==> config.mk <==
export PLATFORM = sky130hd
export DESIGN_NAME = axi2axil_bridge
export DESIGN_NICKNAME = d
export VERILOG_FILES = /design/src/source/axi2axil_pkg.sv /design/src/source/axi2axil_bridge.sv /design/src/source/axi2axil_core.sv /design/src/source/resp_tracker_fifo.sv
export VERILOG_INCLUDE_DIRS = /design/src /design/src/source
export SDC_FILE = /design/constraint.sdc
export NUM_CORES = 1
export LEC_CHECK = 0
export CAP_MARGIN = 20
export CORE_ASPECT_RATIO = 1.4
export CORE_MARGIN = 2
export CORE_UTILIZATION = 45
export CTS_CLUSTER_DIAMETER = 200
export CTS_CLUSTER_SIZE = 14
export DETAILED_ROUTE_END_ITERATION = 6
export DONT_BUFFER_PORTS = 1
export PLACE_DENSITY = 0.7
export SLEW_MARGIN = 40
export SYNTH_ARGS = -nofsm -noshare
export SYNTH_HDL_FRONTEND = slang
export SYNTH_SLANG_ARGS = --single-unit
export TNS_END_PERCENT = 100
==> constraint.sdc <==
create_clock -name clk -period 14.7 [get_ports clk]
set_clock_uncertainty 0.15 [all_clocks]
set_input_delay 0.735 -clock clk [delete_from_list [all_inputs] [get_ports clk]]
set_output_delay 0.735 -clock clk [all_outputs]
set_load 0.1 [all_outputs]
==> src/source/axi2axil_settings.svh <==
// AXI4 to AXI4-Lite bridge settings
// Bus widths and response tracker depth
`ifndef AXI2AXIL_SETTINGS_SVH
`define AXI2AXIL_SETTINGS_SVH

// Byte address width on both sides
`define AXI2AXIL_ADDR_W 16

// Data width, strobes are one bit per byte
`define AXI2AXIL_DATA_W 32

// AXI4 transaction id width
`define AXI2AXIL_ID_W 4

// Sideband user width for requests and responses
`define AXI2AXIL_USER_W 4

// Outstanding AXI-Lite beats per core
// Must be 2 or more
`define AXI2AXIL_MAX_OUTSTANDING 8

`endif

==> src/source/axi2axil_pkg.sv <==
// AXI4 to AXI4-Lite bridge types
// Burst and response encodings, channel payload structs
`include "axi2axil_settings.svh"

package axi2axil_pkg;

  // AXI burst encoding
  typedef enum logic [1:0] {
    FIXED = 2'b00,
    INCR  = 2'b01,
    WRAP  = 2'b10
  } burst_type_e;

  // AXI response encoding
  typedef enum logic [1:0] {
    OKAY   = 2'b00,
    EXOKAY = 2'b01,
    SLVERR = 2'b10,
    DECERR = 2'b11
  } resp_e;

  // Split core FSM
  typedef enum logic {
    IDLE  = 1'b0,
    SPLIT = 1'b1
  } core_state_e;

  // AXI4 aw / ar payload
  typedef struct packed {
    logic [`AXI2AXIL_ADDR_W-1:0] addr;
    logic [`AXI2AXIL_ID_W-1:0]   id;
    logic [7:0]                  len;
    logic [2:0]                  size;
    burst_type_e                 burst;
    logic [2:0]                  prot;
    logic [`AXI2AXIL_USER_W-1:0] user;
  } axi_req_t;

  // Write beat, same layout on both sides
  typedef struct packed {
    logic [`AXI2AXIL_DATA_W-1:0]   data;
    logic [`AXI2AXIL_DATA_W/8-1:0] strb;
    logic [`AXI2AXIL_USER_W-1:0]   user;
  } axi_wdata_t;

  // AXI4 b / r payload
  typedef struct packed {
    logic [`AXI2AXIL_ID_W-1:0]   id;
    logic [`AXI2AXIL_USER_W-1:0] user;
    resp_e                       resp;
    logic [`AXI2AXIL_DATA_W-1:0] data;
    logic                        last;
  } axi_resp_t;

  // AXI-Lite aw / ar payload
  typedef struct packed {
    logic [`AXI2AXIL_ADDR_W-1:0] addr;
    logic [2:0]                  prot;
    logic [`AXI2AXIL_USER_W-1:0] user;
  } axil_req_t;

  // AXI-Lite b / r payload
  typedef struct packed {
    resp_e                       resp;
    logic [`AXI2AXIL_USER_W-1:0] user;
    logic [`AXI2AXIL_DATA_W-1:0] data;
  } axil_resp_t;

  // One entry per outstanding AXI-Lite beat
  typedef struct packed {
    logic [`AXI2AXIL_ID_W-1:0] id;
    logic                      last;
  } tracker_tag_t;

endpackage

==> src/source/axi2axil_bridge.sv <==
// AXI4 to AXI4-Lite bridge top level
// Read and write split cores, write data passes straight through
module axi2axil_bridge import axi2axil_pkg::*; (
  input  logic       clk,
  input  logic       rst,

  // ----------------------------------------------------------------------
  // AXI4 side
  // ----------------------------------------------------------------------

  // Write address
  input  axi_req_t   aw,
  input  logic       aw_valid,
  output logic       aw_ready,
  // Write data
  input  axi_wdata_t w,
  input  logic       w_valid,
  output logic       w_ready,
  // Write response, data zero and last one
  output axi_resp_t  b,
  output logic       b_valid,
  input  logic       b_ready,
  // Read address
  input  axi_req_t   ar,
  input  logic       ar_valid,
  output logic       ar_ready,
  // Read data
  output axi_resp_t  r,
  output logic       r_valid,
  input  logic       r_ready,

  // ----------------------------------------------------------------------
  // AXI-Lite side
  // ----------------------------------------------------------------------

  output axil_req_t  axil_aw,
  output logic       axil_aw_valid,
  input  logic       axil_aw_ready,
  output axi_wdata_t axil_w,
  output logic       axil_w_valid,
  input  logic       axil_w_ready,
  input  axil_resp_t axil_b,
  input  logic       axil_b_valid,
  output logic       axil_b_ready,
  output axil_req_t  axil_ar,
  output logic       axil_ar_valid,
  input  logic       axil_ar_ready,
  input  axil_resp_t axil_r,
  input  logic       axil_r_valid,
  output logic       axil_r_ready
);

  // Write beats map one to one, no state
  assign axil_w       = w;
  assign axil_w_valid = w_valid;
  assign w_ready      = axil_w_ready;

  // aw and b
  axi2axil_core #(
    .IS_READ (1'b0)
  ) write_core (
    .clk             (clk),
    .rst             (rst),
    .axi_req         (aw),
    .axi_req_valid   (aw_valid),
    .axi_req_ready   (aw_ready),
    .axil_req        (axil_aw),
    .axil_req_valid  (axil_aw_valid),
    .axil_req_ready  (axil_aw_ready),
    .axil_resp       (axil_b),
    .axil_resp_valid (axil_b_valid),
    .axil_resp_ready (axil_b_ready),
    .axi_resp        (b),
    .axi_resp_valid  (b_valid),
    .axi_resp_ready  (b_ready)
  );

  // ar and r
  axi2axil_core #(
    .IS_READ (1'b1)
  ) read_core (
    .clk             (clk),
    .rst             (rst),
    .axi_req         (ar),
    .axi_req_valid   (ar_valid),
    .axi_req_ready   (ar_ready),
    .axil_req        (axil_ar),
    .axil_req_valid  (axil_ar_valid),
    .axil_req_ready  (axil_ar_ready),
    .axil_resp       (axil_r),
    .axil_resp_valid (axil_r_valid),
    .axil_resp_ready (axil_r_ready),
    .axi_resp        (r),
    .axi_resp_valid  (r_valid),
    .axi_resp_ready  (r_ready)
  );

endmodule

==> src/source/axi2axil_core.sv <==
// AXI4 to AXI4-Lite split core
// Unrolls one AXI4 burst into single AXI-Lite beats and routes the
// responses back with id and last, merging write responses into one b
`include "axi2axil_settings.svh"

module axi2axil_core import axi2axil_pkg::*; #(
  parameter bit IS_READ = 1'b0
) (
  input  logic       clk,
  input  logic       rst,
  // AXI4 request
  input  axi_req_t   axi_req,
  input  logic       axi_req_valid,
  output logic       axi_req_ready,
  // AXI-Lite request
  output axil_req_t  axil_req,
  output logic       axil_req_valid,
  input  logic       axil_req_ready,
  // AXI-Lite response
  input  axil_resp_t axil_resp,
  input  logic       axil_resp_valid,
  output logic       axil_resp_ready,
  // AXI4 response
  output axi_resp_t  axi_resp,
  output logic       axi_resp_valid,
  input  logic       axi_resp_ready
);

  localparam int ADDR_W = `AXI2AXIL_ADDR_W;

  // ----------------------------------------------------------------------
  // Beat address generator
  // ----------------------------------------------------------------------

  function automatic logic [ADDR_W-1:0] beat_addr(
    input logic [ADDR_W-1:0] start,
    input logic [2:0]        size,
    input logic [7:0]        len,
    input burst_type_e       burst,
    input logic [8:0]        index
  );
    logic [ADDR_W-1:0] offset;
    logic [ADDR_W-1:0] wrap_mask;
    offset = ADDR_W'(index) << size;
    // Window is (len + 1) beats of 2^size bytes
    wrap_mask = ADDR_W'(len) + ADDR_W'(1);
    wrap_mask = (wrap_mask << size) - ADDR_W'(1);
    case (burst)
      INCR:    beat_addr = start + offset;
      WRAP:    beat_addr = (start & ~wrap_mask) | ((start + offset) & wrap_mask);
      default: beat_addr = start;
    endcase
  endfunction

  // ----------------------------------------------------------------------
  // Request split
  // ----------------------------------------------------------------------

  core_state_e  state;
  core_state_e  state_next;
  axi_req_t     burst_q;
  // Beat index, len plus one carry bit
  logic [8:0]   beat_cnt;
  logic         axi_req_hs;
  logic         axil_req_hs;
  logic         axil_resp_hs;
  logic         split_last;
  tracker_tag_t push_tag;
  logic         tracker_ready;
  logic         tracker_valid;
  tracker_tag_t head_tag;

  assign axi_req_hs   = axi_req_valid && axi_req_ready;
  assign axil_req_hs  = axil_req_valid && axil_req_ready;
  assign axil_resp_hs = axil_resp_valid && axil_resp_ready;
  assign split_last   = (beat_cnt == {1'b0, burst_q.len});

  always_comb begin
    state_next     = state;
    axi_req_ready  = 1'b0;
    axil_req_valid = 1'b0;
    axil_req       = '0;
    push_tag       = '0;
    case (state)
      IDLE: begin
        // Beat 0 goes out in the acceptance cycle
        axi_req_ready  = axil_req_ready && tracker_ready;
        axil_req_valid = axi_req_valid && tracker_ready;
        axil_req.addr  = axi_req.addr;
        axil_req.prot  = axi_req.prot;
        axil_req.user  = axi_req.user;
        push_tag.id    = axi_req.id;
        push_tag.last  = (axi_req.len == 8'd0);
        if (axi_req_hs && (axi_req.len != 8'd0)) begin
          state_next = SPLIT;
        end
      end
      SPLIT: begin
        // Remaining beats from the registered burst
        axil_req_valid = tracker_ready;
        axil_req.addr  = beat_addr(burst_q.addr, burst_q.size, burst_q.len,
                                   burst_q.burst, beat_cnt);
        axil_req.prot  = burst_q.prot;
        axil_req.user  = burst_q.user;
        push_tag.id    = burst_q.id;
        push_tag.last  = split_last;
        if (axil_req_hs && split_last) begin
          state_next = IDLE;
        end
      end
      default: state_next = IDLE;
    endcase
  end

  always_ff @(posedge clk) begin
    if (rst) begin
      state    <= IDLE;
      beat_cnt <= '0;
    end else begin
      state <= state_next;
      // Reload wins, IDLE handshakes coincide
      if (axi_req_hs) begin
        beat_cnt <= 9'd1;
      end else if (axil_req_hs) begin
        beat_cnt <= beat_cnt + 1'b1;
      end
    end
  end

  // Burst fields
  always_ff @(posedge clk) begin
    if (axi_req_hs) begin
      burst_q <= axi_req;
    end
  end

  // ----------------------------------------------------------------------
  // Outstanding beat tracking
  // ----------------------------------------------------------------------

  resp_tracker_fifo tracker_i (
    .clk        (clk),
    .rst        (rst),
    .push_valid (axil_req_hs),
    .push_tag   (push_tag),
    .push_ready (tracker_ready),
    .pop_valid  (tracker_valid),
    .pop_tag    (head_tag),
    .pop_ready  (axil_resp_hs)
  );

  // ----------------------------------------------------------------------
  // Response path
  // ----------------------------------------------------------------------

  if (IS_READ) begin : gen_read
    // One r per beat, straight through
    always_comb begin
      axi_resp.id     = head_tag.id;
      axi_resp.user   = axil_resp.user;
      axi_resp.resp   = axil_resp.resp;
      axi_resp.data   = axil_resp.data;
      axi_resp.last   = head_tag.last;
      axi_resp_valid  = axil_resp_valid;
      axil_resp_ready = axi_resp_ready;
    end
  end else begin : gen_write
    resp_e merged_q;
    logic  axi_resp_hs;

    assign axi_resp_hs = axi_resp_valid && axi_resp_ready;

    // First error of the burst sticks until b goes out
    always_ff @(posedge clk) begin
      if (rst || axi_resp_hs) begin
        merged_q <= OKAY;
      end else if (axil_resp_hs && (merged_q == OKAY)) begin
        merged_q <= axil_resp.resp;
      end
    end

    // Non-last beats drain freely, last beat waits for b
    always_comb begin
      axi_resp.id     = head_tag.id;
      axi_resp.user   = axil_resp.user;
      axi_resp.resp   = (merged_q != OKAY) ? merged_q : axil_resp.resp;
      axi_resp.data   = '0;
      axi_resp.last   = 1'b1;
      axi_resp_valid  = axil_resp_valid && head_tag.last;
      axil_resp_ready = !head_tag.last || axi_resp_ready;
    end
  end

  // Responses only for beats already issued
  a_resp_has_tag: assert property (@(posedge clk) disable iff (rst)
    axil_resp_valid |-> tracker_valid);

  // Legal WRAP lengths
  a_wrap_len: assert property (@(posedge clk) disable iff (rst)
    (axi_req_valid && (axi_req.burst == WRAP)) |->
      (axi_req.len inside {8'd1, 8'd3, 8'd7, 8'd15}));

endmodule

==> src/source/resp_tracker_fifo.sv <==
// Response tracker FIFO
// Holds id and last-beat flag of each outstanding AXI-Lite request
`include "axi2axil_settings.svh"

module resp_tracker_fifo import axi2axil_pkg::*; #(
  parameter int DEPTH = `AXI2AXIL_MAX_OUTSTANDING
) (
  input  logic         clk,
  input  logic         rst,
  // Push side
  input  logic         push_valid,
  input  tracker_tag_t push_tag,
  output logic         push_ready,
  // Pop side
  output logic         pop_valid,
  output tracker_tag_t pop_tag,
  input  logic         pop_ready
);

  localparam int PTR_W = $clog2(DEPTH);
  localparam int CNT_W = $clog2(DEPTH + 1);

  tracker_tag_t     mem [DEPTH];
  logic [PTR_W-1:0] wr_ptr;
  logic [PTR_W-1:0] rd_ptr;
  logic [CNT_W-1:0] count;
  logic             do_push;
  logic             do_pop;

  // Full and empty flags from occupancy
  assign push_ready = (count != CNT_W'(DEPTH));
  assign pop_valid  = (count != '0);
  assign do_push    = push_valid && push_ready;
  assign do_pop     = pop_ready && pop_valid;

  // No bypass, head comes straight from storage
  assign pop_tag = mem[rd_ptr];

  // Tag storage
  always_ff @(posedge clk) begin
    if (do_push) begin
      mem[wr_ptr] <= push_tag;
    end
  end

  // Pointers wrap at DEPTH, which need not be a power of two
  always_ff @(posedge clk) begin
    if (rst) begin
      wr_ptr <= '0;
      rd_ptr <= '0;
      count  <= '0;
    end else begin
      if (do_push) begin
        wr_ptr <= (wr_ptr == PTR_W'(DEPTH - 1)) ? '0 : wr_ptr + 1'b1;
      end
      if (do_pop) begin
        rd_ptr <= (rd_ptr == PTR_W'(DEPTH - 1)) ? '0 : rd_ptr + 1'b1;
      end
      case ({do_push, do_pop})
        2'b10:   count <= count + 1'b1;
        2'b01:   count <= count - 1'b1;
        default: count <= count;
      endcase
    end
  end

  // Requester must respect the full flag
  a_no_push_full: assert property (@(posedge clk) disable iff (rst) push_valid |-> push_ready);
  // Consumer only pops a valid head
  a_no_pop_empty: assert property (@(posedge clk) disable iff (rst) pop_ready |-> pop_valid);

endmodule
# Word level (Yosys, flattened, before mapping)
# Memory sizes are Yosys's and may differ from the RTL's. A register that Yosys moved wholly into a read port is not among the register bits.
# Index checks and enable logic that the tools add are counted.
[totals] ramBits=80 output_inout_bits=182 memories=2 rom_bits=0 reg_bits=122 input_bits=208 latchBits=0 elab_cells=148
[mem_list] name="read_core.tracker_i.mem" words=8 word_bits=5 read_ports=1 rd_ports_with_merged_regs=1 write_ports=1 line="resp_tracker_fifo.sv:23" text="tracker_tag_t mem [DEPTH];"
[mem_list] name="write_core.tracker_i.mem" words=8 word_bits=5 read_ports=1 rd_ports_with_merged_regs=1 write_ports=1 line="resp_tracker_fifo.sv:23"
[op_classes] muxes=35 bitwise_logic=10 mul=0 reduce_logical=38 add_sub_neg=16 magnitude_cmp=0 div=0 eq_ne=16 n_shift=4
[op_table] op="$pmux 23 s2" n=2
[op_table] op="$and 16x16->16" n=4
[op_table] op="$pmux 16 s2" n=2
[op_table] op="$add 16x16->16" n=2
[op_table] op="$not 16->16" n=2
[op_table] op="$or 16x16->16" n=2
[op_table] op="$shl 16x3->16" n=2
[op_table] op="$shl 9x3->16" n=2
[op_table] op="$sub 16x1->16 const B" n=2
[op_table] op="$mux 3" n=8
[op_table] op="$logic_and 1x1->1" n=21
[op_table] op="$pmux 5 s2" n=2
[op_table] op="$add 8x1->9 const B" n=2
[op_table] op="$add 9x1->9 const B" n=2
[op_table] op="$eq 9x8->1" n=2
[op_table] op="$logic_not 8->1" n=2
[op_table] op="$pmux 4 s2" n=2
[op_table] op="$reduce_bool 8->1" n=2
[op_table] op="$mux 1" n=14
[op_table] op="$add 3x1->3 const B" n=4
[op_table] op="$eq 3x3->1 const B" n=4
[op_table] op="$reduce_bool 2->1" n=5
[op_table] op="$add 4x1->4 const B" n=2
[op_table] op="$eq 2x1->1 const B" n=4
[op_table] op="other kinds (11)" n=23

# Logic depth before layout (Yosys ltp)
[depth] word_depth=8 depth_mapped=19 mapped_depth_nobuf=16

# Hierarchy
# Synthesis repeated with hierarchy kept, for this count alone.
[unflattened] cells_unflattened=1492 hier_area_um2=14888.0
[modules_own_cells] mod="axi2axil_core (write_core)" n_inst=1 cells_each=596 area_each_um2=5175.0 seq_area_each_um2=1441.4
[modules_own_cells] mod="axi2axil_core (read_core)" n_inst=1 cells_each=584 area_each_um2=4983.5 seq_area_each_um2=1401.3
[modules_own_cells] mod="resp_tracker_fifo" n_inst=2 cells_each=135 area_each_um2=2207.1 seq_area_each_um2=1461.4
[modules_own_cells] mod="axi2axil_bridge" n_inst=1 cells_each=42 area_each_um2=315.3 seq_area_each_um2=0.0

# Worst setup path after synthesis
# Ideal clock, no wire load.
[synth_path] path_kind="reg2out" startpoint="reg read_core.burst_q[11] in the netlist's numbering" endpoint="out axil_ar[21] in the netlist's numbering" path_stages_with_launch=17 slack_ns=7.865 required_time_ns=13.815 arrival_ns=5.950 cell_sequence="edfxtp_1 > clkbuf_1 > clkbuf_1 > clkbuf_1 > buf_1 > nor3_1 > ha_1 > fa_1 > a21oi_1 > o211ai_1 > o41ai_1 > o21ai_0 > a21o_1 > a21oi_1 > xnor2_1 > a21oi_1 > o21ai_0"
[synth_rtl] item="from (decl)" line="axi2axil_core.sv:61" text="axi_req_t burst_q;"
[synth_rtl] item="from (signal assigned)" line="axi2axil_core.sv:133" text="burst_q <= axi_req;"
[synth_rtl] item="to (decl)" line="axi2axil_bridge.sv:45" text="output axil_req_t axil_ar,"

==> flow_summary.json <==
{
  "dr_total_vias": 10500,
  "outcome": "finished, final reports clean",
  "setup.worst_path.end_class": "primary output",
  "clockBufferDepth": 3,
  "timing.reg2reg.worst_path_depth": 12,
  "power_density_nw_per_um2": 113,
  "grt_usage_pct": 19.6,
  "synth_area_leaders": "edfxtp_1, dfxtp_1, buf_4",
  "yosys_warnings": 0,
  "timing.hold.worst_path_depth": 1,
  "cp-start-kind": "flop",
  "syn2layout_area_growth_pct": 2.88,
  "setup_tns_ps": 0,
  "fin_crit_sh_pct": 43.0,
  "r2r_slack_ps": 10410,
  "htreeDepth": 1,
  "clock_latency_ps": 510,
  "place_area_um2": 14300,
  "grt_max_degree": 55,
  "hold_class": "input port to flop",
  "nNetsFinal": 1614,
  "leakagePower_nw": 5.28,
  "vias_per_cell": 5.96,
  "max_cap_violations": 0,
  "fin_crit_ps": 6320,
  "synth-seq-cells": 208,
  "rows": 77,
  "post_cts_resized": 0,
  "yosys_most_used_dff": "edfxtp_1",
  "crit_required_ps": 13820,
  "grt_pass1_vias": 10400,
  "die_w_um": 155,
  "grt_pass1_wl_um": 53300,
  "worst_ir_drop_vdd_mv": 0.122,
  "drt_iter0_drc": 639,
  "design_area_um2": 14800,
  "nFillCells": 2906,
  "antenna_found_initial": 0,
  "regArea_um2": 5770,
  "drtAntennaViolNets": 0,
  "cp_data_arrival_time_ps": 5440,
  "whs_endpoint": "write_core.state",
  "globalRoute.totalOverflow": 0,
  "synth-edff-count": 160,
  "async_flop_share_pct": 0,
  "start_util_pct": 45.7,
  "final-hold-violation-count": 0,
  "drt-total-wl_um": 33500,
  "clk_pin_slew_ps": 70,
  "crit_type": "flop to primary output",
  "finalSetupViolCount": 0,
  "diodes": 0,
  "final_max_slew_viol_count": 0,
  "ios": 390,
  "firstDrtPassIters": 7,
  "r2r_end": "write_core.tracker_i.count[3]",
  "relSlewSlack_pct": 44.7,
  "rsz0062_at_grt": "no",
  "drc": 0,
  "cts_sinks": 208,
  "coreArea_um2": 31500,
  "die_area_um2": 33400,
  "die-height_um": 216,
  "dp.cells": 1723,
  "drive_above_1_share_pct": 13.3,
  "hp-start": "rst",
  "cts_buffers": 18,
  "synth_top_area_share_pct": 33.4,
  "wl_per_cell_um": 19.1,
  "syn_area_um2": 14400,
  "mostFrequentLayoutCells": "edfxtp_1, nand2_1, nor2_1",
  "fin_util_pct": 47.0,
  "power.total_mw": 1.67,
  "gp_congestion": 0.945,
  "tightest_slew_ps": 829,
  "syn_inst": 1470,
  "max_freq_mhz": 158,
  "yosysSeqAreaShare_pct": 40.1,
  "multi_input_area_um2": 7690,
  "synth_top_area_cell": "edfxtp_1",
  "post-cts-setup-buffers": 0,
  "hpwl_um": 25000,
  "syn_avg_cell_area_um2": 9.79,
  "root_buffer": "clkbuf_16",
  "portBuffers": 0,
  "layoutNonFillerInstCount": 1755,
  "synth.distinct_cells": 88,
  "ctsHoldBuffers": 0,
  "worst-path-max-fanout": 41,
  "layout_commonest_cell": "edfxtp_1",
  "cts_tree": "done"
}
-- registers in the layout, indices dropped and copies added, names as in the netlist, named ones only --
name / count
read_core.tracker_i.count: 4
read_core.state: 1
read_core.tracker_i.rd_ptr: 3
read_core.beat_cnt: 9
write_core.beat_cnt: 9
write_core.tracker_i.rd_ptr: 3
read_core.burst_q: 40
write_core.tracker_i.count: 4
write_core.tracker_i.mem: 40
read_core.tracker_i.mem: 40
write_core.burst_q: 40
write_core.state: 1
read_core.tracker_i.wr_ptr: 3
write_core.tracker_i.wr_ptr: 3
write_core.gen_write.merged_q: 2
-- worst max-delay path, stage by stage, from the launching register on --
cell       delay (ps)
edfxtp_1          330
buf_4             370
mux2_2            400
nor2_1             90
a21oi_1            80
nand2_1           100
o21ai_0           110
ha_1              370
a2111oi_0         390
o21ai_0           210
a41oi_1           420
o21ai_0           210
o21a_1            240
o41ai_1           380
xnor2_1           190
or3b_1            420
a31oi_4           620
-- worst max-delay path by stage --
stage                           startpoint           to  slack (ps)  cells past startpoint
CTS                  write_core.burst_q[9]  axil_aw[22]        8410                     14
finish               write_core.burst_q[9]  axil_aw[22]        8380                     16
floorplan            read_core.burst_q[11]  axil_ar[21]        7860                     16
detailed placement   write_core.burst_q[9]  axil_aw[22]        9000                     14
global placement    write_core.burst_q[10]  axil_aw[22]        8760                     16
global route         write_core.burst_q[9]  axil_aw[22]        7920                     15
-- cell usage after synthesis, types with 26 or more instances --
cell	count
nand2_1	142
xor2_1	42
clkbuf_1	45
o21ai_0	56
dfxtp_1	48
nand3_1	26
mux2i_1	35
buf_4	123
xnor2_1	49
nor3_1	36
ha_1	54
edfxtp_1	160
nor2_1	124
mux2_2	44
inv_1	40
a21oi_1	80
-- metrics by stage --
| stage | hold WS (ps) | setup slack [ps] |
|---|---|---|
| 4_1_cts | 110 | 8410 |
| 3_3_place_gp | 307 | 8760 |
| 2_1_floorplan | 300 | 7860 |
| 3_5_place_dp | 316 | 9000 |
| 6_report | 139 | 8380 |
| 5_1_grt | 121 | 7920 |
-- where the power goes --
group | total, mW | internal, mW | switching (mW)
combinational | 0.524 | 0.136 | 0.388
clock | 0.442 | 0.237 | 0.206
sequential | 0.699 | 0.666 | 0.0333
total | 1.67 | 1.04 | 0.627
-- logic make-up (layout without fill, tap and decap cells) --
group / after synthesis / count (layout) / synth area share [%]
multiplexers: 102 / 102 / 9.32
other: 2 / 33 / 0.0522
AND/OR/NAND/NOR: 460 / 460 / 15.5
buffers and inverters: 238 / 97 / 9.68
XOR/XNOR: 92 / 92 / 5.65
AO/OA/AOI/OAI: 310 / 310 / 14.5
adder cells (fa/ha/maj): 58 / 58 / 5.25
flip-flops: 208 / 208 / 40.1
-- layout make-up --
type	instances	area share, %
clock buffers	31	3.44
clock inverters	1	0.110
inverters	44	1.12
multi-input cells	1055	52.0
flip-flops and latches	208	39.0
well taps	395	3.34
repair buffers	21	1.07
-- metal layers --
layer  global-route usage, %  vias up  part of all wire (%)
met3                    4.06      114                   7.3
met4                    9.60        0                   5.0
met1                    20.7     4959                    36
met5                       0        -                     0
met2                    36.5      395                    51
li1                        -     4997                     -
No activity file was read; power rests on OpenSTA's default activity.
